## src/include/copper_config.svh

```systemverilog
// Shared build constants; list window must stay aligned to a power of two of size 2**LIST_AW

`ifndef COPPER_CONFIG_SVH
`define COPPER_CONFIG_SVH

// List RAM address width, 512 instruction words
`define COPPER_LIST_AW 9

// Host control registers on the graphics register bus
`define COPPER_REG_CTRL 12'hd20
`define COPPER_REG_YFLIP 12'hd21
`define COPPER_REG_BG 12'hd22
`define COPPER_REG_XPAN 12'hd23

// Host-writable list window, 12'h400 to 12'h5ff
`define COPPER_LIST_BASE 12'h400
`define COPPER_LIST_LAST 12'h5ff

// Background shown until the host or the list changes it
`define COPPER_BG_RESET 12'hf00

`endif
```

## src/hw/copper_pkg.sv

```systemverilog
// Types shared by the copper blocks; list address width follows the config header

`default_nettype none

`include "copper_config.svh"

package copper_pkg;

	typedef logic [11:0] gfx_addr_t;
	typedef logic [15:0] gfx_data_t;
	typedef logic [9:0] coord_t;
	// RGB444
	typedef logic [11:0] color_t;
	typedef logic [`COPPER_LIST_AW-1:0] list_addr_t;

	// Opcode in bits 15:12 of each list word, unlisted codes act as no-op
	typedef enum logic [3:0] {
		OP_JUMP           = 4'd1,
		OP_WAIT_V         = 4'd2,
		OP_WAIT_H         = 4'd3,
		OP_SKIP_V         = 4'd4,
		OP_SKIP_H         = 4'd5,
		OP_BG_WAIT_LINE   = 4'd6,
		OP_WAIT_V_REL     = 4'd7,
		OP_WAIT_H_REL     = 4'd8,
		OP_WRITE_REG      = 4'd9,
		OP_XPAN           = 4'd10,
		OP_XPAN_WAIT_LINE = 4'd11,
		OP_BG             = 4'd12
	} copper_op_t;

	typedef enum logic [2:0] {
		ST_BEGIN     = 3'd0,
		ST_EXECUTE   = 3'd1,
		ST_WAIT_V    = 3'd2,
		ST_WAIT_H    = 3'd3,
		ST_WRITE_REG = 3'd4
	} copper_state_t;

endpackage

// Sequencer to register block control path
interface copper_ctl_if;
	logic enable;
	logic bg_wr;
	logic xpan_wr;
	// Instruction word currently being executed
	copper_pkg::gfx_data_t op_data;

	modport seq(input enable, output bg_wr, output xpan_wr, output op_data);
	modport regs(output enable, input bg_wr, input xpan_wr, input op_data);
endinterface

`default_nettype wire

```

## src/hw/copper_sequencer.sv

```systemverilog
// Jump targets are truncated to the list address width; waits compare with >= and never time out

`default_nettype none

module copper_sequencer (
	input wire logic CLK,
	input wire logic RSTb,
	input wire logic V_tick,
	input wire copper_pkg::coord_t display_x,
	input wire copper_pkg::coord_t display_y,
	output copper_pkg::list_addr_t list_addr,
	input wire copper_pkg::gfx_data_t list_data,
	copper_ctl_if.seq ctl,
	output copper_pkg::gfx_addr_t COPPER_ADDRESS,
	output logic COPPER_WR,
	output copper_pkg::gfx_data_t COPPER_DATA_OUT
);

	import copper_pkg::*;

	copper_state_t state;
	copper_state_t state_next;
	list_addr_t pc;
	list_addr_t pc_next;
	list_addr_t pc_inc;
	coord_t wait_tgt;
	coord_t wait_tgt_next;
	gfx_addr_t cp_addr_next;
	gfx_data_t cp_data_next;
	logic cp_wr_next;
	copper_op_t op;
	coord_t operand;
	logic bg_wr;
	logic xpan_wr;

	// RAM returns the word at pc one cycle later, so execute sees word pc-1
	assign list_addr = pc;
	assign pc_inc = pc + 1'b1;
	assign op = copper_op_t'(list_data[15:12]);
	assign operand = coord_t'(list_data[9:0]);

	assign ctl.bg_wr = bg_wr;
	assign ctl.xpan_wr = xpan_wr;
	assign ctl.op_data = list_data;

	always_comb begin
		state_next = state;
		pc_next = pc;
		wait_tgt_next = wait_tgt;
		cp_addr_next = COPPER_ADDRESS;
		cp_data_next = COPPER_DATA_OUT;
		cp_wr_next = 1'b0;
		bg_wr = 1'b0;
		xpan_wr = 1'b0;

		// Frame restart beats everything
		if (V_tick) begin
			state_next = ST_BEGIN;
			pc_next = '0;
		end else begin
			case (state)
				ST_BEGIN: begin
					if (ctl.enable) begin
						state_next = ST_EXECUTE;
						pc_next = pc_inc;
					end
				end
				ST_EXECUTE: begin
					case (op)
						OP_JUMP: begin
							// Upper target bits beyond the list size are dropped
							pc_next = list_addr_t'(list_data[11:0]);
							state_next = ST_BEGIN;
						end
						OP_WAIT_V: begin
							state_next = ST_WAIT_V;
							wait_tgt_next = operand;
						end
						OP_WAIT_H: begin
							state_next = ST_WAIT_H;
							wait_tgt_next = operand;
						end
						OP_SKIP_V: begin
							// Resync through begin drops the prefetched word
							pc_next = pc_inc;
							if (display_y >= operand) begin
								state_next = ST_BEGIN;
							end
						end
						OP_SKIP_H: begin
							pc_next = pc_inc;
							if (display_x >= operand) begin
								state_next = ST_BEGIN;
							end
						end
						OP_BG_WAIT_LINE: begin
							bg_wr = 1'b1;
							state_next = ST_WAIT_V;
							wait_tgt_next = display_y + 10'd1;
						end
						OP_WAIT_V_REL: begin
							state_next = ST_WAIT_V;
							wait_tgt_next = display_y + operand;
						end
						OP_WAIT_H_REL: begin
							state_next = ST_WAIT_H;
							wait_tgt_next = display_x + operand;
						end
						OP_WRITE_REG: begin
							state_next = ST_WRITE_REG;
							pc_next = pc_inc;
							cp_addr_next = gfx_addr_t'(list_data[11:0]);
						end
						OP_XPAN: begin
							xpan_wr = 1'b1;
							pc_next = pc_inc;
						end
						OP_XPAN_WAIT_LINE: begin
							xpan_wr = 1'b1;
							state_next = ST_WAIT_V;
							wait_tgt_next = display_y + 10'd1;
						end
						OP_BG: begin
							bg_wr = 1'b1;
							pc_next = pc_inc;
						end
						default: begin
							pc_next = pc_inc;
						end
					endcase
				end
				ST_WAIT_V: begin
					if (display_y >= wait_tgt) begin
						state_next = ST_EXECUTE;
						pc_next = pc_inc;
					end
				end
				ST_WAIT_H: begin
					if (display_x >= wait_tgt) begin
						state_next = ST_EXECUTE;
						pc_next = pc_inc;
					end
				end
				ST_WRITE_REG: begin
					// Data word follows the write opcode in the list
					cp_data_next = list_data;
					cp_wr_next = 1'b1;
					pc_next = pc_inc;
					state_next = ST_EXECUTE;
				end
				default: begin
					state_next = ST_BEGIN;
				end
			endcase
		end
	end

	always_ff @(posedge CLK) begin
		if (!RSTb) begin
			state <= ST_EXECUTE;
			pc <= '0;
			COPPER_ADDRESS <= '0;
			COPPER_WR <= 1'b0;
		end else begin
			state <= state_next;
			pc <= pc_next;
			COPPER_ADDRESS <= cp_addr_next;
			COPPER_WR <= cp_wr_next;
		end
	end

	always_ff @(posedge CLK) begin
		wait_tgt <= wait_tgt_next;
		COPPER_DATA_OUT <= cp_data_next;
	end

	// Bus write strobe is a single-cycle pulse
	a_wr_one_cycle: assert property (
		@(posedge CLK) disable iff (!RSTb)
		COPPER_WR |=> !COPPER_WR
	);

	a_state_legal: assert property (
		@(posedge CLK) disable iff (!RSTb)
		state inside {ST_BEGIN, ST_EXECUTE, ST_WAIT_V, ST_WAIT_H, ST_WRITE_REG}
	);

endmodule

`default_nettype wire

```

## src/flat_wrapper.sv

```systemverilog
// flat-port wrapper written by rule: the top's interface ports become plain ports
module copper_sequencer_flat import copper_pkg::*;
  (CLK, RSTb, V_tick, display_x, display_y, list_addr, list_data, COPPER_ADDRESS, COPPER_WR, COPPER_DATA_OUT, ctl_enable, ctl_bg_wr, ctl_xpan_wr, ctl_op_data);
  copper_ctl_if ctl_i ();
  input wire logic CLK;
  input wire logic RSTb;
  input wire logic V_tick;
  input wire copper_pkg::coord_t display_x;
  input wire copper_pkg::coord_t display_y;
  output copper_pkg::list_addr_t list_addr;
  input wire copper_pkg::gfx_data_t list_data;
  output copper_pkg::gfx_addr_t COPPER_ADDRESS;
  output logic COPPER_WR;
  output copper_pkg::gfx_data_t COPPER_DATA_OUT;
  input wire logic [$bits(ctl_i.enable)-1:0] ctl_enable;
  output wire logic [$bits(ctl_i.bg_wr)-1:0] ctl_bg_wr;
  output wire logic [$bits(ctl_i.xpan_wr)-1:0] ctl_xpan_wr;
  output wire logic [$bits(ctl_i.op_data)-1:0] ctl_op_data;
  assign ctl_i.enable = ctl_enable;
  assign ctl_bg_wr = ctl_i.bg_wr;
  assign ctl_xpan_wr = ctl_i.xpan_wr;
  assign ctl_op_data = ctl_i.op_data;
  copper_sequencer u_core (.CLK(CLK), .RSTb(RSTb), .V_tick(V_tick), .display_x(display_x), .display_y(display_y), .list_addr(list_addr), .list_data(list_data), .ctl(ctl_i), .COPPER_ADDRESS(COPPER_ADDRESS), .COPPER_WR(COPPER_WR), .COPPER_DATA_OUT(COPPER_DATA_OUT));
endmodule
```

## config.mk

```make
export PLATFORM = sky130hd
export DESIGN_NAME = copper_sequencer_flat
export DESIGN_NICKNAME = d
export VERILOG_FILES = /design/src/hw/copper_pkg.sv /design/src/hw/copper_sequencer.sv /design/src/flat_wrapper.sv
export VERILOG_INCLUDE_DIRS = /design/src /design/src/include
export SDC_FILE = /design/constraint.sdc
export NUM_CORES = 1
export LEC_CHECK = 0
export BUFFER_PORTS_ARGS = -buffer_cell sky130_fd_sc_hd__buf_4
export CELL_PAD_IN_SITES_DETAIL_PLACEMENT = 0
export CELL_PAD_IN_SITES_GLOBAL_PLACEMENT = 2
export CORE_MARGIN = 8
export CORE_UTILIZATION = 30
export DETAILED_ROUTE_END_ITERATION = 10
export PLACE_DENSITY_LB_ADDON = 0.1
export SLEW_MARGIN = 20
export SYNTH_ARGS = -nofsm -noshare
export SYNTH_HDL_FRONTEND = slang
export SYNTH_SLANG_ARGS = --single-unit
```

## constraint.sdc

```tcl
create_clock -name CLK -period 3 [get_ports CLK]
set_clock_uncertainty 0.05 [all_clocks]
set_input_delay 0.3 -clock CLK [delete_from_list [all_inputs] [get_ports CLK]]
set_output_delay 0.3 -clock CLK [all_outputs]
set_load 0.02 [all_outputs]
```

==> results of run 1 <==
-- per-stage QoR --
stage	setup WS (ns)	TNS [ns]
global route	0.102	0
floorplan	0.0480	0
finish	0.251	0
global placement	0.0113	0
CTS	0.267	0
detailed placement	-0.0338	-0.0338
-- cells in the mapped netlist, drive strengths merged (9+ instances only) --
cell type / number / area, um2
ha: 59 / 738
a21oi: 40 / 200
nor2: 34 / 128
inv: 33 / 124
edfxtp: 26 / 781
dfxtp: 25 / 500
o21ai: 25 / 136
buf: 24 / 178
nand2: 20 / 75.1
nor2b: 20 / 125
nand2b: 13 / 81.3
nor3: 12 / 65.1
nor4: 12 / 75.1
xnor2: 11 / 96.3
a211oi: 9 / 72.6
and2: 9 / 56.3
clkbuf: 9 / 33.8
-- flip-flops by register name (all words and copies together), names as in the netlist --
signal / cells
u_core.state: 3
u_core.wait_tgt: 10
u_core.list_addr: 9
u_core.COPPER_ADDRESS: 12
u_core.COPPER_DATA_OUT: 16
u_core.COPPER_WR: 1
-- kinds of logic (layout without fill, tap and decap cells) --
kind of cell,after synthesis,count (layout)
compound gates,121,121
xor+xnor,14,14
fa+ha+maj,61,61
buf+inv,66,158
flops,51,51
mux,6,6
simple gates,153,153
-- metal layers --
metal | global-route usage | vias to the layer above
met5 | 0 | -
met4 | 0.0405 | 0
met3 | 0.0323 | 13
met2 | 0.242 | 111
met1 | 0.188 | 1722
li1 | - | 1910
-- worst paths after layout --
path | slack, ns | end | startpoint | depth (start not counted)
worst min register to register | 0.45 | u_core.list_addr[8] | u_core.list_addr[8] | 2
worst max register to register | 0.40 | u_core.list_addr[6] | u_core.wait_tgt[0] | 7
worst min-delay path | 0.14 | u_core.COPPER_DATA_OUT[11] | list_data[11] | 1
worst max-delay path | 0.25 | u_core.wait_tgt[8] | list_data[12] | 13
-- layout make-up --
type / instances / area (um2) / share of cell area
clock inverter: 2 / 16.3 / 0.00307
clock buffer: 6 / 139 / 0.0262
tap: 180 / 225 / 0.0425
timing repair buffer: 117 / 878 / 0.166
inverter: 33 / 124 / 0.0234
multi-input combinational: 355 / 2640 / 0.497
sequential: 51 / 1280 / 0.242
-- power groups by stage --
stage | Sequential, uW | Combinational (uW) | Clock [uW]
6_report | 761 | 566 | 629
5_1_grt | 763 | 630 | 673
4_1_cts | 761 | 573 | 653
3_5_place_dp | 777 | 569 | 0
3_3_place_gp | 777 | 566 | 0
2_1_floorplan | 779 | 364 | 0
==> summary.txt, run 1 <==
Max-Cap Viols: 0
Worst Hold Slack: 0.144 ns
Number of port buffers: 95
Slowest-stage cell, CP: fa_1
Most frequent cells in the layout: buf_4 (117), ha_1 (59), a21oi_1 (39)
Core area: 0.0138 mm2
Most common cell after layout, fill and taps aside: buf_4
Largest net degree at the start of global routing: 22
Fin util: 0.383
Post-CTS Resized: 0
Initial Utilization: 0.307
Synth Register Bits: 51
Rel. slew slack: 0.505
Top cell by count, worst path: buf_4
DIE HEIGHT: 135 um
DRC: 0
Final setup viols: 0
Vias in the first global route: 3,743
Die Span X: 135 um
DRT iter0 DRCs: 275
WL final: 13.6 mm
Switching Fraction: 0.321
Clock Path Buffers: 2
Max-slew violations: 0
Cells after Synth: 472
Final Net Count: 664
GRT overflow: 0
Flop pwr share: 0.389
H-tree depth: 2
Largest family of logic cells by synthesized area: simple AND/OR/NAND/NOR gates
CP Cell Sequence: buf_4, and3b_1, o21ai_1, buf_4, nand2b_1, ha_1, fa_1, a21o_1, a21oi_2, o21ai_0, a31oi_1, xnor2_1, a221o_1
Post-synth EDFFs: 26
Die area: 0.0182 mm2
Crit path max fanout: 11
Crit path kind: primary input to flip-flop
Crit. End Element: flip-flop
Pre-antenna DRT Iters: 4
Worst path required time: 3.01 ns
Clock root cell: clkbuf_16
Status: finished clean
Synth Area per Inst: 8.99 um2
Sequential cell area fraction in the yosys report: 0.302
Met2 WL: 6.35 mm
Post-synthesis compound-gate area fraction: 0.190
CTS Buf Count: 5
Antenna violations before repair: 0
Synth Flop Type: edfxtp_1
Worst path bufs/invs: 2
Met3 wire length: 790 um
Design area: 0.00530 mm2
ANT cells: 0
RSZ-0062 raised after global routing: false
Vias per Instance: 5.05
CP peak stage delay: 0.40 ns
Tot Pwr: 1960 uW
First-pass GRT wire length: 21.1 mm
GR Util All Layers: 0.147
Post-CTS Setup Bufs: 0
Worst-path clk slew: 0.08 ns
Maximum VDD drop: 197 uV
Syn Std Cell Area: 0.00424 mm2
Highest Signal Layer: met4
Hold/Removal Path Class: primary input to flip-flop
Post-route ant nets: 0
XOR/XNOR Fraction of Synth Area: 0.0289
Synth Area in Simple Gates: 0.201
CTS Sinks: 51
Multiplexer share of the synthesized area: 0.0153
Cts hold-fix bufs: 0
Placed instance count: 736
Clk_lat worst skew: 0.30 ns
Layout cells sized above 1: 0.238
Vias: 3,756
Area after DPL: 0.00514 mm2
M1 WL: 6.26 mm
CP Launch Type: primary input
CTS tree: built
Final std cells w/o fill: 744
PD cells: 369 mW/mm2
Peak Freq: 364 MHz
Synth warn: 0
Post-synth net total: 573
Synthesis-to-layout area growth: 24.9%
Int Pwr: 1330 uW
RD Place Congestion: 0.821
Distinct cells, synth: 62
Power share of the clock group: 0.321
Tightest Pin Transition: 0.740 ns
DPL Wire Length: 11.0 mm
Site Rows: 43
Crit path DAT: 2.76 ns
Final hold viol count: 0
Logic pwr share: 0.290
Largest delay share family, worst path: compound AO/OA/AOI/OAI gates
Async SR Flop Fraction: 0
Final Cycle Share: 0.916
LEAKAGE: 0.00231 uW
Switching Power: 628 uW
Top Ports: 96
Synthesized-area fraction occupied by adder cells: 0.183
Average wire per standard cell: 18.3 um
Fill count: 1,413
Post-layout min period: 2.75 ns
(Power assumes the default switching activity.)
==> run 2, diff against run 1 <==
Settings changed: ABC_AREA set to 1, CORE_UTILIZATION 30 to 27.
==> summary.txt, run 2 <==
Status: finished clean
Distinct cells, synth: 36
Final setup margin: 0.465 ns
Synth warn: 0
Crit path DAT: 2.53 ns
Sequential cell area fraction in the yosys report: 0.291
Post-CTS Setup Bufs: 0
Hold/Removal Path Class: primary input to flip-flop
Post-route ant nets: 0
CTS Sinks: 51
TNS Setup: 0 ns
Cells after Synth: 625
Crit path max fanout: 7
Cell taking the most area after synthesis: edfxtp_1
Async SR Flop Fraction: 0
First-pass GRT wire length: 22.3 mm
DRT iter0 DRCs: 162
FF-to-FF End: u_core.list_addr[1]
Register-to-register setup slack: 0.88 ns
Post-synth top area share: 0.177
Top Ports: 96
Vias: 4,116
Clock Path Buffers: 2
Initial Utilization: 0.276
WL final: 14.5 mm
CTS Buf Count: 5
Max-Cap Viols: 0
Top reg by flops: u_core.COPPER_DATA_OUT
Antenna violations before repair: 0
Peak Freq: 394 MHz
Rel. slew slack: 0.404
CP Launch Type: primary input
Final Cycle Share: 0.845
Max-slew violations: 0
H-tree depth: 2
Max reg flops: 16
ANT cells: 0
Clock root cell: clkbuf_16
Post-layout min period: 2.54 ns
Syn Std Cell Area: 0.00440 mm2
Die Span X: 144 um
Die area: 0.0206 mm2
DPL Wire Length: 12.3 mm
DRC: 0
CTS tree: built
FF-to-FF path depth: 10
Most common cell after layout, fill and taps aside: nand2_1
Number of port buffers: 95
Synth Register Bits: 51
GR Util All Layers: 0.142
DIE HEIGHT: 144 um
Most frequent cells in the layout: nand2_1 (145), buf_4 (102), inv_1 (84)
Final hold viol count: 0
Vias per Instance: 4.44
Tightest Pin Transition: 0.890 ns
Core area: 0.0159 mm2
R2r startpoint: u_core.wait_tgt[9]
Area contributors post-synth: edfxtp_1 (18%), ha_1 (17%), nand2_1 (12%), dfxtp_1 (11%), inv_1 (7.2%)
Top cells by count, synth: nand2_1 (145), inv_1 (84), nor2_1 (81), ha_1 (59), nand3_1 (55)
Final Net Count: 810
Worst path required time: 2.99 ns
Post-CTS Resized: 0
Place WS: 0.148 ns
Worst Setup EP: u_core.wait_tgt[6]
Post-synth EDFFs: 26
Crit. End Element: flip-flop
LEAKAGE: 0.00277 uW
RSZ-0062 raised after global routing: false
Top-count cell post-synth: nand2_1
Worst-path clk slew: 0.08 ns
Clk_lat worst skew: 0.30 ns
Post-synth net total: 726
Synth Flop Type: edfxtp_1
Site Rows: 46
Vias in the first global route: 4,007
Crit. Startpoint: list_data[15]
Layout cells sized above 1: 0.193
Cts hold-fix bufs: 0
Synth Area per Inst: 7.04 um2
Final setup viols: 0
Crit path kind: primary input to flip-flop
Maximum VDD drop: 229 uV
Pre-antenna DRT Iters: 4
GRT overflow: 0
Regs by FF count: u_core.COPPER_DATA_OUT: 16 flops, u_core.COPPER_ADDRESS: 12 flops, u_core.wait_tgt: 10 flops
Synthesis-to-layout area growth: 23.3%
Average wire per standard cell: 15.7 um
PD cells: 373 mW/mm2
Largest net degree at the start of global routing: 23
RD Place Congestion: 0.865
==> run 2: changes by cell type in the layout (fill, tap and decap cells not counted), moves of 10 or more <==
| cell | delta |
|---|---|
| inv_1 | +51 |
| nor2_1 | +47 |
| xnor2_1 | -10 |
| buf_4 | -15 |
| nor2b_1 | -20 |
| nor4_1 | -11 |
| nand2b_1 | -13 |
| nand3_1 | +47 |
| nand2_1 | +125 |
| o21ai_0 | +14 |
==> run 2: worst min path at each step <==
stage,slack (ns),end,startpoint,depth (start not counted)
after floorplan,0.35,u_core.COPPER_DATA_OUT[0],list_data[0],0
after global placement,0.45,u_core.COPPER_DATA_OUT[11],list_data[11],1
after detailed placement,0.45,u_core.COPPER_DATA_OUT[11],list_data[11],1
after CTS,0.13,u_core.COPPER_DATA_OUT[11],list_data[11],1
after global routing,0.14,u_core.COPPER_DATA_OUT[11],list_data[11],1
final,0.14,u_core.COPPER_DATA_OUT[11],list_data[11],1
==> run 2: cells by family (layout without fill, tap and decap cells) <==
| family | count (synthesis) | in the layout | synth area share |
|---|---|---|---|
| buf+inv | 113 | 198 | 0.114 |
| xor+xnor | 4 | 4 | 0.00796 |
| compound gates | 79 | 79 | 0.0946 |
| fa+ha+maj | 61 | 61 | 0.177 |
| flops | 51 | 51 | 0.291 |
| simple gates | 317 | 317 | 0.315 |
==> run 2: through the flow <==
step / std cells / total power [uW] / hold slack [ns] / instance area, um2 / util
floorplan: 625 / 1210 / 0.349 / 4400 / -
global placement: 918 / 1430 / 0.453 / 5270 / 0.331
detailed placement: 918 / 1430 / 0.452 / 5270 / 0.331
CTS: 926 / 2060 / 0.133 / 5430 / 0.340
global route: 926 / 2160 / 0.142 / 5430 / 0.340
finish: 926 / 2020 / 0.144 / 5430 / 0.340
==> run 2: layer usage <==
metal,routed length (um),track usage
met4,153,0.0299
met1,6880,0.185
met2,6710,0.240
met3,748,0.0262
met5,0,0
==> run 2: critical path: stages <==
cell and delay [ns]:
buf_4 0.14, nand2_2 0.12, inv_1 0.07, nand2_1 0.09, nand2_2 0.09, or2_2 0.29, ha_1 0.24, fa_1 0.42
nand3_1 0.13, nand3_1 0.13, a21oi_1 0.19, xor2_1 0.14, or2_2 0.11, nand3_1 0.06
==> run 2: power by group <==
part | total (uW) | internal, uW | leakage [uW] | switching (uW)
Combinational | 627 | 236 | 0.00226 | 391
Sequential | 777 | 757 | 0.000438 | 19.4
Clock | 619 | 335 | 0.0000774 | 284
==> run 2: cell type report <==
cell class | instances | area, um2
timing repair buffer | 102 | 766
clock inverter | 2 | 15.0
multi-input combinational | 461 | 2620
fill | 1752 | 10500
tap | 216 | 270
clock buffer | 6 | 139
sequential | 51 | 1280
inverter | 88 | 333
==> run 3, diff against run 2 <==
Clock period 3 ns to 2.3 ns, I/O delays scaled along.
==> summary.txt, run 3 (same netlist as run 2, synthesis figures left out) <==
Worst path required time: 2.29 ns
Fill count: 1,733
Max-Cap Viols: 0
PD cells: 480 mW/mm2
Most common cell after layout, fill and taps aside: nand2_1
Tightest Pin Transition: 0.416 ns
Status: finished clean
Die area: 0.0206 mm2
ANT cells: 0
Maximum VDD drop: 352 uV
Max reg flops: 16
R2r startpoint: u_core.wait_tgt[9]
Antenna violations before repair: 0
Met1 GRT Util: 0.185
Final Net Count: 841
CP Launch Type: primary input
WHS Path Cells: 1
Vias: 4,267
Top Ports: 96
Rel. slew slack: 0.721
Fin util: 0.359
CTS Buf Count: 5
LEAKAGE: 0.00293 uW
DIE HEIGHT: 144 um
GR Util All Layers: 0.142
Most Used Layer, Global Route: met2
Final Cycle Share: 0.958
CTS tree: built
GRT overflow: 0
WL final: 15.0 mm
Clock root cell: clkbuf_16
Final setup viols: 0
Grt met3 use: 0.0249
Most frequent cells in the layout: nand2_1 (144), buf_4 (132), inv_1 (84)
Crit path DAT: 2.19 ns
Final setup margin: 0.0974 ns
Layout cells sized above 1: 0.234
Regs by FF count: u_core.COPPER_DATA_OUT: 16 flops, u_core.COPPER_ADDRESS: 12 flops, u_core.wait_tgt: 10 flops
RSZ-0062 raised after global routing: true
CTS Sinks: 51
Synthesis-to-layout area growth: 30.1%
Crit. End Element: flip-flop
Min-Delay Endpoint: u_core.COPPER_DATA_OUT[11]
DPL Wire Length: 12.6 mm
Number of port buffers: 95
Met2 GRT Util: 0.240
Crit path max fanout: 6
Crit path kind: primary input to flip-flop
H-tree depth: 2
Max-slew violations: 0
Place WS: -0.258 ns
Largest net degree at the start of global routing: 18
Site Rows: 46
DRT iter0 DRCs: 162
FF-to-FF End: u_core.list_addr[7]
First-pass GRT wire length: 22.4 mm
Initial Utilization: 0.276
Final hold viol count: 0
Top reg by flops: u_core.COPPER_DATA_OUT
Post-route ant nets: 0
Vias per Instance: 4.46
TNS Setup: 0 ns
Clock Path Buffers: 2
Hold/Removal Path Class: primary input to flip-flop
Die Span X: 144 um
Register-to-register setup slack: 0.22 ns
Cts hold-fix bufs: 0
Post-layout min period: 2.20 ns
Pre-antenna DRT Iters: 6
Worst-path clk slew: 0.08 ns
RD Place Congestion: 0.811
Peak Freq: 454 MHz
Core area: 0.0159 mm2
DRC: 0
Vias in the first global route: 4,100
Hold Path Origin: list_data[11]
Average wire per standard cell: 15.7 um
Clk_lat worst skew: 0.30 ns
FF-to-FF path depth: 11
-- run 3: cell types whose count changed in the layout (fill, tap and decap cells not counted), sizes merged --
cell,before,now
clkinv,1,0
nor2,89,90
buf,102,132
-- run 3: critical path, stage by stage --
cell and delay, ns:
buf_4 0.12, nand2_1 0.08, inv_1 0.07, nand2_2 0.10, nand2_4 0.10, or2_4 0.26, ha_4 0.17, fa_2 0.42
nand3_4 0.09, nand3_4 0.08, a21oi_2 0.15, xor2_1 0.14, or2_2 0.12, nand3_1 0.07
-- run 3: layout make-up --
cell class                      count  area [um2]  share of cell area
Tap cell                          216         270              0.0472
Clock inverter                      1        6.26             0.00109
Sequential cell                    51        1280               0.224
Inverter                           88         333              0.0581
Timing Repair Buffer              132         991               0.173
Multi-Input combinational cell    462        2700               0.471
Clock buffer                        6         150              0.0262
-- run 3: timing repair --
action | in CTS | in global routing
resized for setup | 0 | 7
endpoints found under the setup margin | 0 | 5
buffers inserted | 0 | 1
-- run 3: through the flow --
| stage | cells | total power [uW] | hold slack [ns] | cell area [um2] |
|---|---|---|---|---|
| after floorplan | 625 | 1580 | 0.279 | 4420 |
| after global placement | 947 | 1910 | 0.381 | 5510 |
| final | 956 | 2750 | 0.0841 | 5730 |
| after CTS | 954 | 2780 | 0.0718 | 5670 |
| after detailed placement | 947 | 1920 | 0.382 | 5510 |
| after global routing | 956 | 2940 | 0.0796 | 5730 |
-- run 3: where the power goes --
group	internal [uW]	switching (uW)	leakage, uW
Sequential	988	25.3	0.000438
Combinational	362	538	0.00242
Clock	466	369	0.0000784
-- run 3: metal layers --
metal | part of all wire | vias to the layer above | routed length [um]
met5 | 0 | - | 0
met4 | 0.011 | 0 | 161
met3 | 0.052 | 10 | 781
met2 | 0.47 | 100 | 7050
met1 | 0.47 | 1915 | 7020
li1 | - | 2242 | -
-- run 3: how the worst max path moves through the flow --
stage,startpoint,depth (start not counted),endpoint,slack [ns]
6_report,list_data[13],14,u_core.wait_tgt[6],0.1
5_1_grt,list_data[13],14,u_core.wait_tgt[6],-0.04
4_1_cts,list_data[13],14,u_core.wait_tgt[6],0.06
3_3_place_gp,list_data[13],14,u_core.wait_tgt[6],-0.21
3_5_place_dp,list_data[13],14,u_core.wait_tgt[6],-0.26
2_1_floorplan,list_data[14],14,u_core.wait_tgt[6],0.009
